<file path="config.mk">
export PLATFORM = sky130hd
export DESIGN_NAME = issue_stage_top
export DESIGN_NICKNAME = d
export VERILOG_FILES = /design/src/logic/mips_isa_pkg.sv /design/src/logic/cpu_types_pkg.sv /design/src/logic/instr_fifo.sv /design/src/logic/instr_decoder.sv /design/src/logic/instr_issue.sv /design/src/logic/issue_unit.sv /design/src/logic/issue_stage_top.sv
export VERILOG_INCLUDE_DIRS = /design/src /design/src/include
export SDC_FILE = /design/constraint.sdc
export NUM_CORES = 1
export LEC_CHECK = 0
export BUFFER_PORTS_ARGS = -buffer_cell sky130_fd_sc_hd__buf_2
export CAP_MARGIN = 40
export CELL_PAD_IN_SITES_DETAIL_PLACEMENT = 0
export CELL_PAD_IN_SITES_GLOBAL_PLACEMENT = 2
export CORE_ASPECT_RATIO = 1.5
export CORE_MARGIN = 3
export CORE_UTILIZATION = 30
export CTS_CLUSTER_DIAMETER = 100
export DETAILED_ROUTE_END_ITERATION = 8
export MAX_ROUTING_LAYER = met4
export PLACE_DENSITY = 0.55
export SYNTH_ARGS = -nofsm -noshare
export SYNTH_HDL_FRONTEND = slang
export SYNTH_HIERARCHICAL = 1
export SYNTH_SLANG_ARGS = --single-unit
</file>
<file path="constraint.sdc">
create_clock -name clk -period 6.8 [get_ports clk]
set_input_delay 1.36 -clock clk [delete_from_list [all_inputs] [get_ports clk]]
set_output_delay 1.36 -clock clk [all_outputs]
set_load 0.1 [all_outputs]
</file>
<file path="src/include/cpu_defs.svh">
`ifndef CPU_DEFS_SVH
`define CPU_DEFS_SVH

// The issue logic assumes exactly two instructions per issue group
`define ISSUE_NUM 2

`endif

</file>
<file path="src/logic/mips_isa_pkg.sv">
package mips_isa_pkg;

	typedef enum logic [5:0] {
		OPC_SPECIAL  = 6'b000000,
		OPC_BEQ      = 6'b000100,
		OPC_BNE      = 6'b000101,
		OPC_ADDIU    = 6'b001001,
		OPC_ORI      = 6'b001101,
		OPC_LUI      = 6'b001111,
		OPC_SPECIAL2 = 6'b011100, // Only the HI/LO check uses the MADD family
		OPC_LW       = 6'b100011,
		OPC_SW       = 6'b101011
	} opcode_t;

	typedef enum logic [5:0] {
		FN_MFHI = 6'b010000,
		FN_MTHI = 6'b010001,
		FN_MFLO = 6'b010010,
		FN_MTLO = 6'b010011,
		FN_MULT = 6'b011000,
		FN_ADDU = 6'b100001,
		FN_SUBU = 6'b100011,
		FN_AND  = 6'b100100,
		FN_OR   = 6'b100101,
		FN_SLT  = 6'b101010
	} funct_t;

	typedef enum logic [4:0] {
		OP_NOP,
		OP_ADDU,
		OP_SUBU,
		OP_AND,
		OP_OR,
		OP_SLT,
		OP_ADDIU,
		OP_ORI,
		OP_LUI,
		OP_LW,
		OP_SW,
		OP_BEQ,
		OP_BNE,
		OP_MULT,
		OP_MFHI,
		OP_MFLO,
		OP_MTHI,
		OP_MTLO
	} instr_op_t;

endpackage

</file>
<file path="src/logic/cpu_types_pkg.sv">
package cpu_types_pkg;

	typedef logic [31:0] uint32_t;

	localparam int FETCH_QUEUE_DEPTH = 8; // Also the sender's initial credit count
	localparam int QUEUE_PTR_W       = $clog2(FETCH_QUEUE_DEPTH);
	localparam int CREDIT_W          = 2; // Counts 0 to 2 per cycle

	typedef struct packed {
		logic    valid;
		uint32_t pc;
		uint32_t instr;
	} fetch_entry_t;

	typedef struct packed {
		mips_isa_pkg::instr_op_t op;
		logic [4:0]              rs1;
		logic [4:0]              rs2;
		logic [4:0]              rd;
		logic                    is_load;
		logic                    is_store;
	} decoded_instr_t;

endpackage

</file>
<file path="src/logic/instr_fifo.sv">
`timescale 1ns/1ps
`include "cpu_defs.svh"

module instr_fifo (
	input  logic                                               clk,
	input  logic                                               rst,
	input  logic                        [`ISSUE_NUM-1:0]       push_valid,
	input  cpu_types_pkg::uint32_t      [`ISSUE_NUM-1:0]       push_pc,
	input  cpu_types_pkg::uint32_t      [`ISSUE_NUM-1:0]       push_instr,
	input  logic                        [cpu_types_pkg::CREDIT_W-1:0] pop_num,
	output cpu_types_pkg::fetch_entry_t [`ISSUE_NUM-1:0]       fetch_entry,
	output logic                        [cpu_types_pkg::CREDIT_W-1:0] credit_return
);

	import cpu_types_pkg::*;

	uint32_t mem_pc    [FETCH_QUEUE_DEPTH];
	uint32_t mem_instr [FETCH_QUEUE_DEPTH];

	logic [QUEUE_PTR_W-1:0] rd_ptr;
	logic [QUEUE_PTR_W-1:0] wr_ptr;
	logic [QUEUE_PTR_W:0]   occupancy;
	logic [QUEUE_PTR_W:0]   push_cnt;
	logic [QUEUE_PTR_W:0]   pop_cnt;

	// Slot 1 is only ever pushed together with slot 0
	assign push_cnt = (QUEUE_PTR_W+1)'(push_valid[0]) + (QUEUE_PTR_W+1)'(push_valid[1]);
	assign pop_cnt  = (QUEUE_PTR_W+1)'(pop_num);

	always_ff @(posedge clk) begin
		if (push_valid[0]) begin
			mem_pc[wr_ptr]    <= push_pc[0];
			mem_instr[wr_ptr] <= push_instr[0];
		end
		if (push_valid[1]) begin
			mem_pc[wr_ptr + QUEUE_PTR_W'(1)]    <= push_pc[1];
			mem_instr[wr_ptr + QUEUE_PTR_W'(1)] <= push_instr[1];
		end
	end

	always_ff @(posedge clk) begin
		if (rst) begin
			rd_ptr        <= '0;
			wr_ptr        <= '0;
			occupancy     <= '0;
			credit_return <= '0;
		end else begin
			wr_ptr        <= wr_ptr + QUEUE_PTR_W'(push_cnt);
			rd_ptr        <= rd_ptr + QUEUE_PTR_W'(pop_num);
			occupancy     <= occupancy + push_cnt - pop_cnt; // Credits keep this within depth
			credit_return <= pop_num; // Every popped entry frees one credit
		end
	end

	// The head entries are read straight from the buffer
	for (genvar i = 0; i < `ISSUE_NUM; ++i) begin : gen_head
		assign fetch_entry[i].valid = occupancy > (QUEUE_PTR_W+1)'(i);
		assign fetch_entry[i].pc    = mem_pc[rd_ptr + QUEUE_PTR_W'(i)];
		assign fetch_entry[i].instr = mem_instr[rd_ptr + QUEUE_PTR_W'(i)];
	end

endmodule

</file>
<file path="src/logic/instr_decoder.sv">
`timescale 1ns/1ps

module instr_decoder (
	input  cpu_types_pkg::uint32_t        instr,
	output cpu_types_pkg::decoded_instr_t decoded
);

	import mips_isa_pkg::*;

	opcode_t    opcode;
	funct_t     funct;
	logic [4:0] rs;
	logic [4:0] rt;
	logic [4:0] rd;

	assign opcode = opcode_t'(instr[31:26]);
	assign funct  = funct_t'(instr[5:0]);
	assign rs     = instr[25:21];
	assign rt     = instr[20:16];
	assign rd     = instr[15:11];

	always_comb begin
		decoded    = '0;
		decoded.op = OP_NOP; // Unknown words fall through as NOP with zero fields
		case (opcode)
			OPC_SPECIAL: begin
				case (funct)
					FN_ADDU, FN_SUBU, FN_AND, FN_OR, FN_SLT: begin
						decoded.rs1 = rs;
						decoded.rs2 = rt;
						decoded.rd  = rd;
						case (funct)
							FN_ADDU: decoded.op = OP_ADDU;
							FN_SUBU: decoded.op = OP_SUBU;
							FN_AND:  decoded.op = OP_AND;
							FN_OR:   decoded.op = OP_OR;
							default: decoded.op = OP_SLT;
						endcase
					end
					FN_MULT: begin
						decoded.op  = OP_MULT;
						decoded.rs1 = rs;
						decoded.rs2 = rt;
					end
					FN_MTHI, FN_MTLO: begin
						decoded.op  = (funct == FN_MTHI) ? OP_MTHI : OP_MTLO;
						decoded.rs1 = rs;
					end
					FN_MFHI, FN_MFLO: begin
						decoded.op = (funct == FN_MFHI) ? OP_MFHI : OP_MFLO;
						decoded.rd = rd;
					end
					default: ;
				endcase
			end
			OPC_ADDIU, OPC_ORI: begin
				decoded.op  = (opcode == OPC_ADDIU) ? OP_ADDIU : OP_ORI;
				decoded.rs1 = rs;
				decoded.rd  = rt; // I-type writes rt
			end
			OPC_LUI: begin
				decoded.op = OP_LUI;
				decoded.rd = rt;
			end
			OPC_LW: begin
				decoded.op      = OP_LW;
				decoded.rs1     = rs;
				decoded.rd      = rt;
				decoded.is_load = 1'b1;
			end
			OPC_SW, OPC_BEQ, OPC_BNE: begin
				decoded.rs1      = rs;
				decoded.rs2      = rt;
				decoded.is_store = (opcode == OPC_SW);
				case (opcode)
					OPC_SW:  decoded.op = OP_SW;
					OPC_BEQ: decoded.op = OP_BEQ;
					default: decoded.op = OP_BNE;
				endcase
			end
			default: ;
		endcase
	end

endmodule

</file>
<file path="src/logic/instr_issue.sv">
`timescale 1ns/1ps
`include "cpu_defs.svh"

module instr_issue (
	input  cpu_types_pkg::fetch_entry_t   [`ISSUE_NUM-1:0] fetch_entry,
	input  cpu_types_pkg::decoded_instr_t [`ISSUE_NUM-1:0] id_decoded,
	input  cpu_types_pkg::decoded_instr_t [`ISSUE_NUM-1:0] ex_decoded,
	input  logic                                           delayslot_not_exec,
	output cpu_types_pkg::decoded_instr_t [`ISSUE_NUM-1:0] issue_instr,
	output logic [$clog2(`ISSUE_NUM+1)-1:0]                issue_num,
	output logic                                           stall_req
);

	import mips_isa_pkg::*;
	import cpu_types_pkg::*;

	logic                  slot1_held;
	logic [`ISSUE_NUM-1:0] head_valid;
	logic [`ISSUE_NUM-1:0] load_use;
	logic [`ISSUE_NUM-1:0] mem_access;
	logic [`ISSUE_NUM-1:0] hilo_access;

	// Any instruction that touches HI or LO as seen in its raw encoding
	function automatic logic uses_hilo(input uint32_t instr);
		logic special;
		logic special2;
		special  = instr[31:26] == OPC_SPECIAL;
		special2 = instr[31:26] == OPC_SPECIAL2;
		return (special && instr[5:4] == 2'b01 && !instr[2])
			|| (special2 && instr[5:3] == 3'b000 && !instr[1]);
	endfunction

	function automatic logic reads_reg(input decoded_instr_t rdr, input logic [4:0] r);
		return r != '0 && (rdr.rs1 == r || rdr.rs2 == r);
	endfunction

	for (genvar i = 0; i < `ISSUE_NUM; ++i) begin : gen_slot
		assign head_valid[i]  = fetch_entry[i].valid;
		assign mem_access[i]  = id_decoded[i].is_load | id_decoded[i].is_store;
		assign hilo_access[i] = uses_hilo(fetch_entry[i].instr);
	end

	always_comb begin
		load_use = '0;
		for (int i = 0; i < `ISSUE_NUM; ++i) begin
			for (int j = 0; j < `ISSUE_NUM; ++j) begin
				load_use[i] |= ex_decoded[j].is_load & reads_reg(id_decoded[i], ex_decoded[j].rd);
			end
		end
		load_use &= head_valid; // Stale head data must not stall
	end

	assign slot1_held = ~head_valid[1]
		| reads_reg(id_decoded[1], id_decoded[0].rd)
		| (mem_access[0] & mem_access[1])
		| (hilo_access[0] & hilo_access[1])
		| delayslot_not_exec; // Mispredicted branch with a squashed delay slot

	assign stall_req = (|load_use) | (head_valid == '0);

	always_comb begin
		issue_instr = id_decoded;
		issue_num   = 2'd2;
		if (slot1_held) begin
			issue_instr[1] = '0;
			issue_num      = 2'd1;
		end
	end

endmodule

</file>
<file path="src/logic/issue_unit.sv">
`timescale 1ns/1ps
`include "cpu_defs.svh"

module issue_unit (
	input  logic                                            clk,
	input  logic                                            rst,
	input  cpu_types_pkg::fetch_entry_t [`ISSUE_NUM-1:0]    fetch_entry,
	input  logic                                            delayslot_not_exec,
	output logic                    [cpu_types_pkg::CREDIT_W-1:0] pop_num,
	output logic                        [`ISSUE_NUM-1:0]    ex_valid,
	output cpu_types_pkg::uint32_t      [`ISSUE_NUM-1:0]    ex_pc,
	output cpu_types_pkg::uint32_t      [`ISSUE_NUM-1:0]    ex_instr,
	output mips_isa_pkg::instr_op_t     [`ISSUE_NUM-1:0]    ex_op,
	output logic                    [cpu_types_pkg::CREDIT_W-1:0] ex_num
);

	import cpu_types_pkg::*;

	decoded_instr_t [`ISSUE_NUM-1:0] id_decoded;
	decoded_instr_t [`ISSUE_NUM-1:0] ex_decoded;
	decoded_instr_t [`ISSUE_NUM-1:0] issue_instr;
	logic [CREDIT_W-1:0]             issue_num;
	logic                            stall_req;

	for (genvar i = 0; i < `ISSUE_NUM; ++i) begin : gen_dec
		instr_decoder i_decoder (
			.instr   (fetch_entry[i].instr),
			.decoded (id_decoded[i])
		);
		assign ex_op[i] = ex_decoded[i].op;
	end

	instr_issue i_issue (
		.fetch_entry        (fetch_entry),
		.id_decoded         (id_decoded),
		.ex_decoded         (ex_decoded),
		.delayslot_not_exec (delayslot_not_exec),
		.issue_instr        (issue_instr),
		.issue_num          (issue_num),
		.stall_req          (stall_req)
	);

	assign pop_num = stall_req ? '0 : issue_num;
	assign ex_num  = CREDIT_W'(ex_valid[0]) + CREDIT_W'(ex_valid[1]);

	// Decoded half of ID/EX also drives the load-use check
	always_ff @(posedge clk) begin
		if (rst || stall_req) begin
			ex_valid   <= '0; // Bubble
			ex_decoded <= '0;
		end else begin
			ex_valid   <= {issue_num == 2'd2, 1'b1};
			ex_decoded <= issue_instr; // Held slot 1 is already cleared
		end
	end

	always_ff @(posedge clk) begin
		for (int i = 0; i < `ISSUE_NUM; ++i) begin
			ex_pc[i]    <= fetch_entry[i].pc;
			ex_instr[i] <= fetch_entry[i].instr;
		end
	end

endmodule

</file>
<file path="src/logic/issue_stage_top.sv">
`timescale 1ns/1ps
`include "cpu_defs.svh"

module issue_stage_top (
	input  logic                                            clk,
	input  logic                                            rst,
	input  logic                        [`ISSUE_NUM-1:0]    fetch_valid,
	input  cpu_types_pkg::uint32_t      [`ISSUE_NUM-1:0]    fetch_pc,
	input  cpu_types_pkg::uint32_t      [`ISSUE_NUM-1:0]    fetch_instr,
	output logic                    [cpu_types_pkg::CREDIT_W-1:0] credit_return,
	input  logic                                            delayslot_not_exec,
	output logic                        [`ISSUE_NUM-1:0]    ex_valid,
	output cpu_types_pkg::uint32_t      [`ISSUE_NUM-1:0]    ex_pc,
	output cpu_types_pkg::uint32_t      [`ISSUE_NUM-1:0]    ex_instr,
	output mips_isa_pkg::instr_op_t     [`ISSUE_NUM-1:0]    ex_op,
	output logic                    [cpu_types_pkg::CREDIT_W-1:0] ex_num
);

	import cpu_types_pkg::*;

	fetch_entry_t [`ISSUE_NUM-1:0] fetch_entry;
	logic [CREDIT_W-1:0]           pop_num;

	instr_fifo i_fifo (
		.clk           (clk),
		.rst           (rst),
		.push_valid    (fetch_valid),
		.push_pc       (fetch_pc),
		.push_instr    (fetch_instr),
		.pop_num       (pop_num),
		.fetch_entry   (fetch_entry),
		.credit_return (credit_return)
	);

	issue_unit i_issue_unit (
		.clk                (clk),
		.rst                (rst),
		.fetch_entry        (fetch_entry),
		.delayslot_not_exec (delayslot_not_exec),
		.pop_num            (pop_num),
		.ex_valid           (ex_valid),
		.ex_pc              (ex_pc),
		.ex_instr           (ex_instr),
		.ex_op              (ex_op),
		.ex_num             (ex_num)
	);

endmodule

</file>
Word level (Yosys, flattened, before mapping)
Memories as Yosys holds them, arrays and structs flattened. A register that Yosys moved wholly into a read port is not among the register bits.
Index checks and enable logic that the tools add are counted.
Word-level totals
  memories kept: 2
  bits in writable memories: 512
  latch bits: 0
  logic and storage cells: 185
  bits in registers: 100
  input bits: 133
  memory bits (read-only): 0
  output and inout bits: 144
Memories
  i_fifo.mem_instr: words 8, bits a word 32, read ports 2, clocked after Yosys merged registers in 1, write ports 2, line instr_fifo.sv:18  | uint32_t mem_instr [FETCH_QUEUE_DEPTH];
  i_fifo.mem_pc: words 8, bits a word 32, read ports 2, clocked after Yosys merged registers in 2, write ports 2, line instr_fifo.sv:17  | uint32_t mem_pc [FETCH_QUEUE_DEPTH];
Cells by class
  multipliers: 0
  div/mod/pow operators: 0
  bitwise operators: 17
  muxes and demuxes: 38
  eq/ne operators: 49
  magnitude comparators: 2
  $add $sub $neg: 8
  shifts and indexed selects: 0
  reduce and logical (&&, ||, !) cells: 55
Operator list (count)
  6-bit == test, second input constant: 14
  6-bit by 5-bit == test with 1-bit output, second input constant: 12
  5-bit case mux with 2 select lines: 6
  5-bit == test: 10
  5-bit case mux with 5 select lines: 2
  5-bit case mux with 4 select lines: 2
  6-bit by 4-bit == test with 1-bit output, second input constant: 6
  5-bit 2-to-1 mux: 6
  6-bit by 3-bit == test with 1-bit output, second input constant: 4
  3-bit case mux with 4 select lines: 2
  6-bit OR reduction: 4
  2-bit OR reduction: 8
  8-bit OR reduction: 2
  1-bit 2-to-1 mux: 15
  5-bit nonzero test: 3
  7-bit OR reduction: 2
  1-bit logical AND: 13
  6-bit zero test: 2
  3-bit case mux with 2 select lines: 2
  5-bit OR reduction: 2
  1-bit OR: 9
  4-bit by 1-bit greater-than comparator with 1-bit output, second input constant: 2
  1-bit logical OR: 8
  4-bit OR reduction: 2
  other kinds (17): 31

Logic depth before layout (Yosys ltp)
An unclocked memory read counts as a cell.
  depth after elaboration: 17
  gate-level depth with buffers: 25
  gate-level depth less buffers: 19

Modules after synthesis
The synthesis kept the hierarchy.
By module, submodules not included
  instr_fifo: area an instance 29986.3 µm², cells each 1625, times used 1, sequential area each 15615.0 µm²
  issue_unit: area an instance 4227.8 µm², cells each 243, times used 1, sequential area each 3483.3 µm²
  instr_decoder: area an instance 779.5 µm², cells each 120, times used 2, sequential area each 0.0 µm²
  instr_issue: area an instance 1152.4 µm², cells each 156, times used 1, sequential area each 0.0 µm²

Worst setup path before layout
Ideal clock, no wire load.
  path type: in2reg
  start: in fetch_valid[0]
  end: mem i_fifo/mem_instr[2][0] (netlist bit), enable pin
  stages: 2
  library setup time: 581 ps
  data required time: 6219 ps
  data arrival time: 6181 ps
  path slack: 38 ps
  cells stage by stage: nand2_1 > o31ai_1
RTL lines
  start: declaration: line issue_stage_top.sv:7  | input logic [`ISSUE_NUM-1:0] fetch_valid,
  end: declaration: line instr_fifo.sv:18

==> summary.txt <==
Power
  – VDD IR max: 330 uV
  – Leak pwr: 13.8 nW
  – PD cells: 498 nW/um2

Global routing
  – GR Util met2: 34.1%
  – Vias in the first global route: 23300
  – Gr usage total: 19.9%
  – Met3 Track Usage GR: 3.54%
  – Largest net degree at the start of global routing: 106
  – Initial antenna violation count: 42
  – First-pass GRT wire length: 173000 um
  – Grt met1 use: 23.8%
  – Top Usage Layer GRT: met2
  – Total gr overflow: 0

Setup path
  – Reg2reg setup slack: 0.51 ns
  – CP arrival: 6.82 ns
  – Max FO, Critical Path: 25
  – Critical Path End Type: flip-flop
  – Worst r2r path cells: 21
  – Crit path max-delay family: compound AO/OA/AOI/OAI gates
  – Buf/Inv on CP: 3
  – Startpoint Class: flip-flop
  – Worst Path Required: 7.33 ns
  – Crit-path max cell delay: 0.58 ns
  – FF-to-FF End: i_fifo/occupancy[3]
  – Critical path class: flip-flop to flip-flop
  – Slowest-stage cell, CP: ha_4
  – CP Cell Sequence: ha_4, buf_12, mux4_2, mux2_2, nand4bb_1, o21ai_1, a22oi_1, o21ai_0, xnor2_1, nand3_1, o22ai_1, a22oi_1, o211ai_1, buf_4, nor2b_1, ha_1, inv_1, ha_1, a21o_1, a21oi_1, mux2_2
  – RR Startpoint: i_fifo/rd_ptr[0]

Finish
  – Layout cells sized above 1: 56.3%
  – Fillers: 11500
  – Fin nets: 2568
  – Most frequent cells in the layout: 628 x mux2_2, 512 x edfxtp_1, 276 x buf_2
  – Area grow syn2layout: 15.2%
  – Most common cell after layout, fill and taps aside: mux2_2

CTS
  – Clk Latency, worst-skew pair: 0.66 ns
  – CTS tree: built
  – Total CTS buffers: 76
  – Clk pin slew, worst setup/hold paths: 0.06 ns
  – Clk root buf: clkbuf_16
  – Post-CTS Resized: 0
  – Hold_buf cts: 0
  – Clk buf depth: 3
  – # clock sinks: 676
  – # Post-CTS Setup Buffers: 0
  – H-tree depth: 3

Route
  – Drt total wl: 121000 um
  – Wire length per cell: 29.6 um
  – Antenna-violating nets left: 0
  – First-pass iteration count of the detailed router: 5
  – Initial DRC Count: 1505
  – Vias: 21400
  – Drc violations: 0
  – Via density: 5.25

Placement
  – Detail Placement HPWL: 76300 um
  – Port Buffers: 276
  – Dpl ws: 0.386 ns
  – Routability congestion estimate: 0.842

Timing
  – Worst setup margin: 0.514 ns
  – Sum of negative setup slack: 0 ns
  – Crit path time final: 6.29 ns
  – Worst slew pin tran: 1.10 ns
  – Hold Violations, Final: 0
  – Final setup fails: 0
  – Relative slew margins: 27.0%
  – Unrepaired setup endpoints after global routing: false
  – Clock skew: 0.0189 ns
  – Period utilization: 92.4%
  – Fin. max-slew vios: 0
  – Maximum clock frequency: 159 MHz
  – WHS: 0.624 ns

Die
  – Die X-Extent: 289 um
  – Die area: 124000 um2
  – Die Ht: 431 um
  – IO Count: 277
  – Starting density of the core: 30.3%
  – Core Region: 119000 um2
  – # rows: 155

Synthesis
  – Syn_area_per_cell: 16.4 um2
  – Area of the mapped netlist: 36000 um2
  – Mapped Nets: 2347
  – Yosys warns: 6
  – Gate Count Post-Synth: 2198

Outcome
  – Outcome: completed

Worst hold path
  – Hold EP: i_fifo/occupancy[0]
  – Hold Path Class: flip-flop to flip-flop
  – WHS Path Cells: 2
  – Hold path start: i_fifo/occupancy[0]

Run
  – Max-cap check violation count: 0
[metrics by stage]
stage                     utilization (%)  power, mW  std cells  instance area [um2]
after floorplan                         -       14.0       2198                36000
after global placement               32.6       16.7       3902                38800
after detailed placement             32.8       16.8       3911                39000
after CTS                            34.8       21.0       4049                41400
after global routing                 34.9       21.6       4073                41500
final                                34.9       20.7       4075                41500
[layer usage]
metal | vias to the layer above | wire length [um]
li1 | 9303 | -
met1 | 11400 | 49300
met2 | 547 | 62000
met3 | 151 | 6170
met4 | 0 | 3270
met5 | - | 0
[area by class of cell]
type	instances	area [um2]	share of cell area [%]
Antenna cell	26	65.1	0.157
Clock buffer	109	2160	5.20
Clock inverter	29	278	0.669
Inverter	30	113	0.271
Multi-Input combinational cell	1298	16200	39.0
Sequential cell	676	18700	45.0
Tap cell	1570	1960	4.73
Timing Repair Buffer	337	2090	5.03
[worst reg2reg max path, cell delays in order, from the launching register on]
cell,delay [ns]
dfxtp_4,0.37
ha_4,0.58
buf_12,0.33
mux4_2,0.55
mux2_2,0.41
nand4bb_1,0.23
o21ai_1,0.12
a22oi_1,0.46
o21ai_0,0.35
xnor2_1,0.26
nand3_1,0.10
o22ai_1,0.23
a22oi_1,0.12
o211ai_1,0.22
buf_4,0.43
nor2b_1,0.16
ha_1,0.31
inv_1,0.05
ha_1,0.21
a21o_1,0.18
a21oi_1,0.15
mux2_2,0.35
[flip-flops by register name, summed over array words and instances, names as in the netlist, 3 cells and up]
name / count
i_fifo/mem_instr: 256
i_fifo/mem_pc: 256
i_issue_unit/ex_instr: 64
i_issue_unit/ex_pc: 64
i_issue_unit/ex_decoded: 12
i_issue_unit/ex_op: 10
i_fifo/occupancy: 4
i_fifo/rd_ptr: 3
i_fifo/wr_ptr: 3
[worst max path at each step]
stage	start	endpoint	slack, ns	depth (start not counted)
after detailed placement	i_fifo/rd_ptr[0]	i_fifo/occupancy[3]	0.39	21
final	i_fifo/rd_ptr[0]	i_fifo/occupancy[3]	0.51	21
after global routing	i_fifo/rd_ptr[0]	i_fifo/occupancy[3]	0.06	21
after global placement	i_fifo/rd_ptr[0]	i_fifo/occupancy[2]	0.47	21
after CTS	i_fifo/rd_ptr[0]	i_fifo/occupancy[3]	0.35	21
after floorplan	fetch_valid[0]	i_fifo/mem_instr[2][0]	0.04	2
[report_power, final]
part           internal, mW  leakage (nW)  switching, mW
clock network          2.37          1.19           1.77
logic                  3.53          6.53           7.23
registers              5.36          6.07          0.435
total                  11.3          13.8           9.43
No activity file was read; power rests on OpenSTA's default activity.
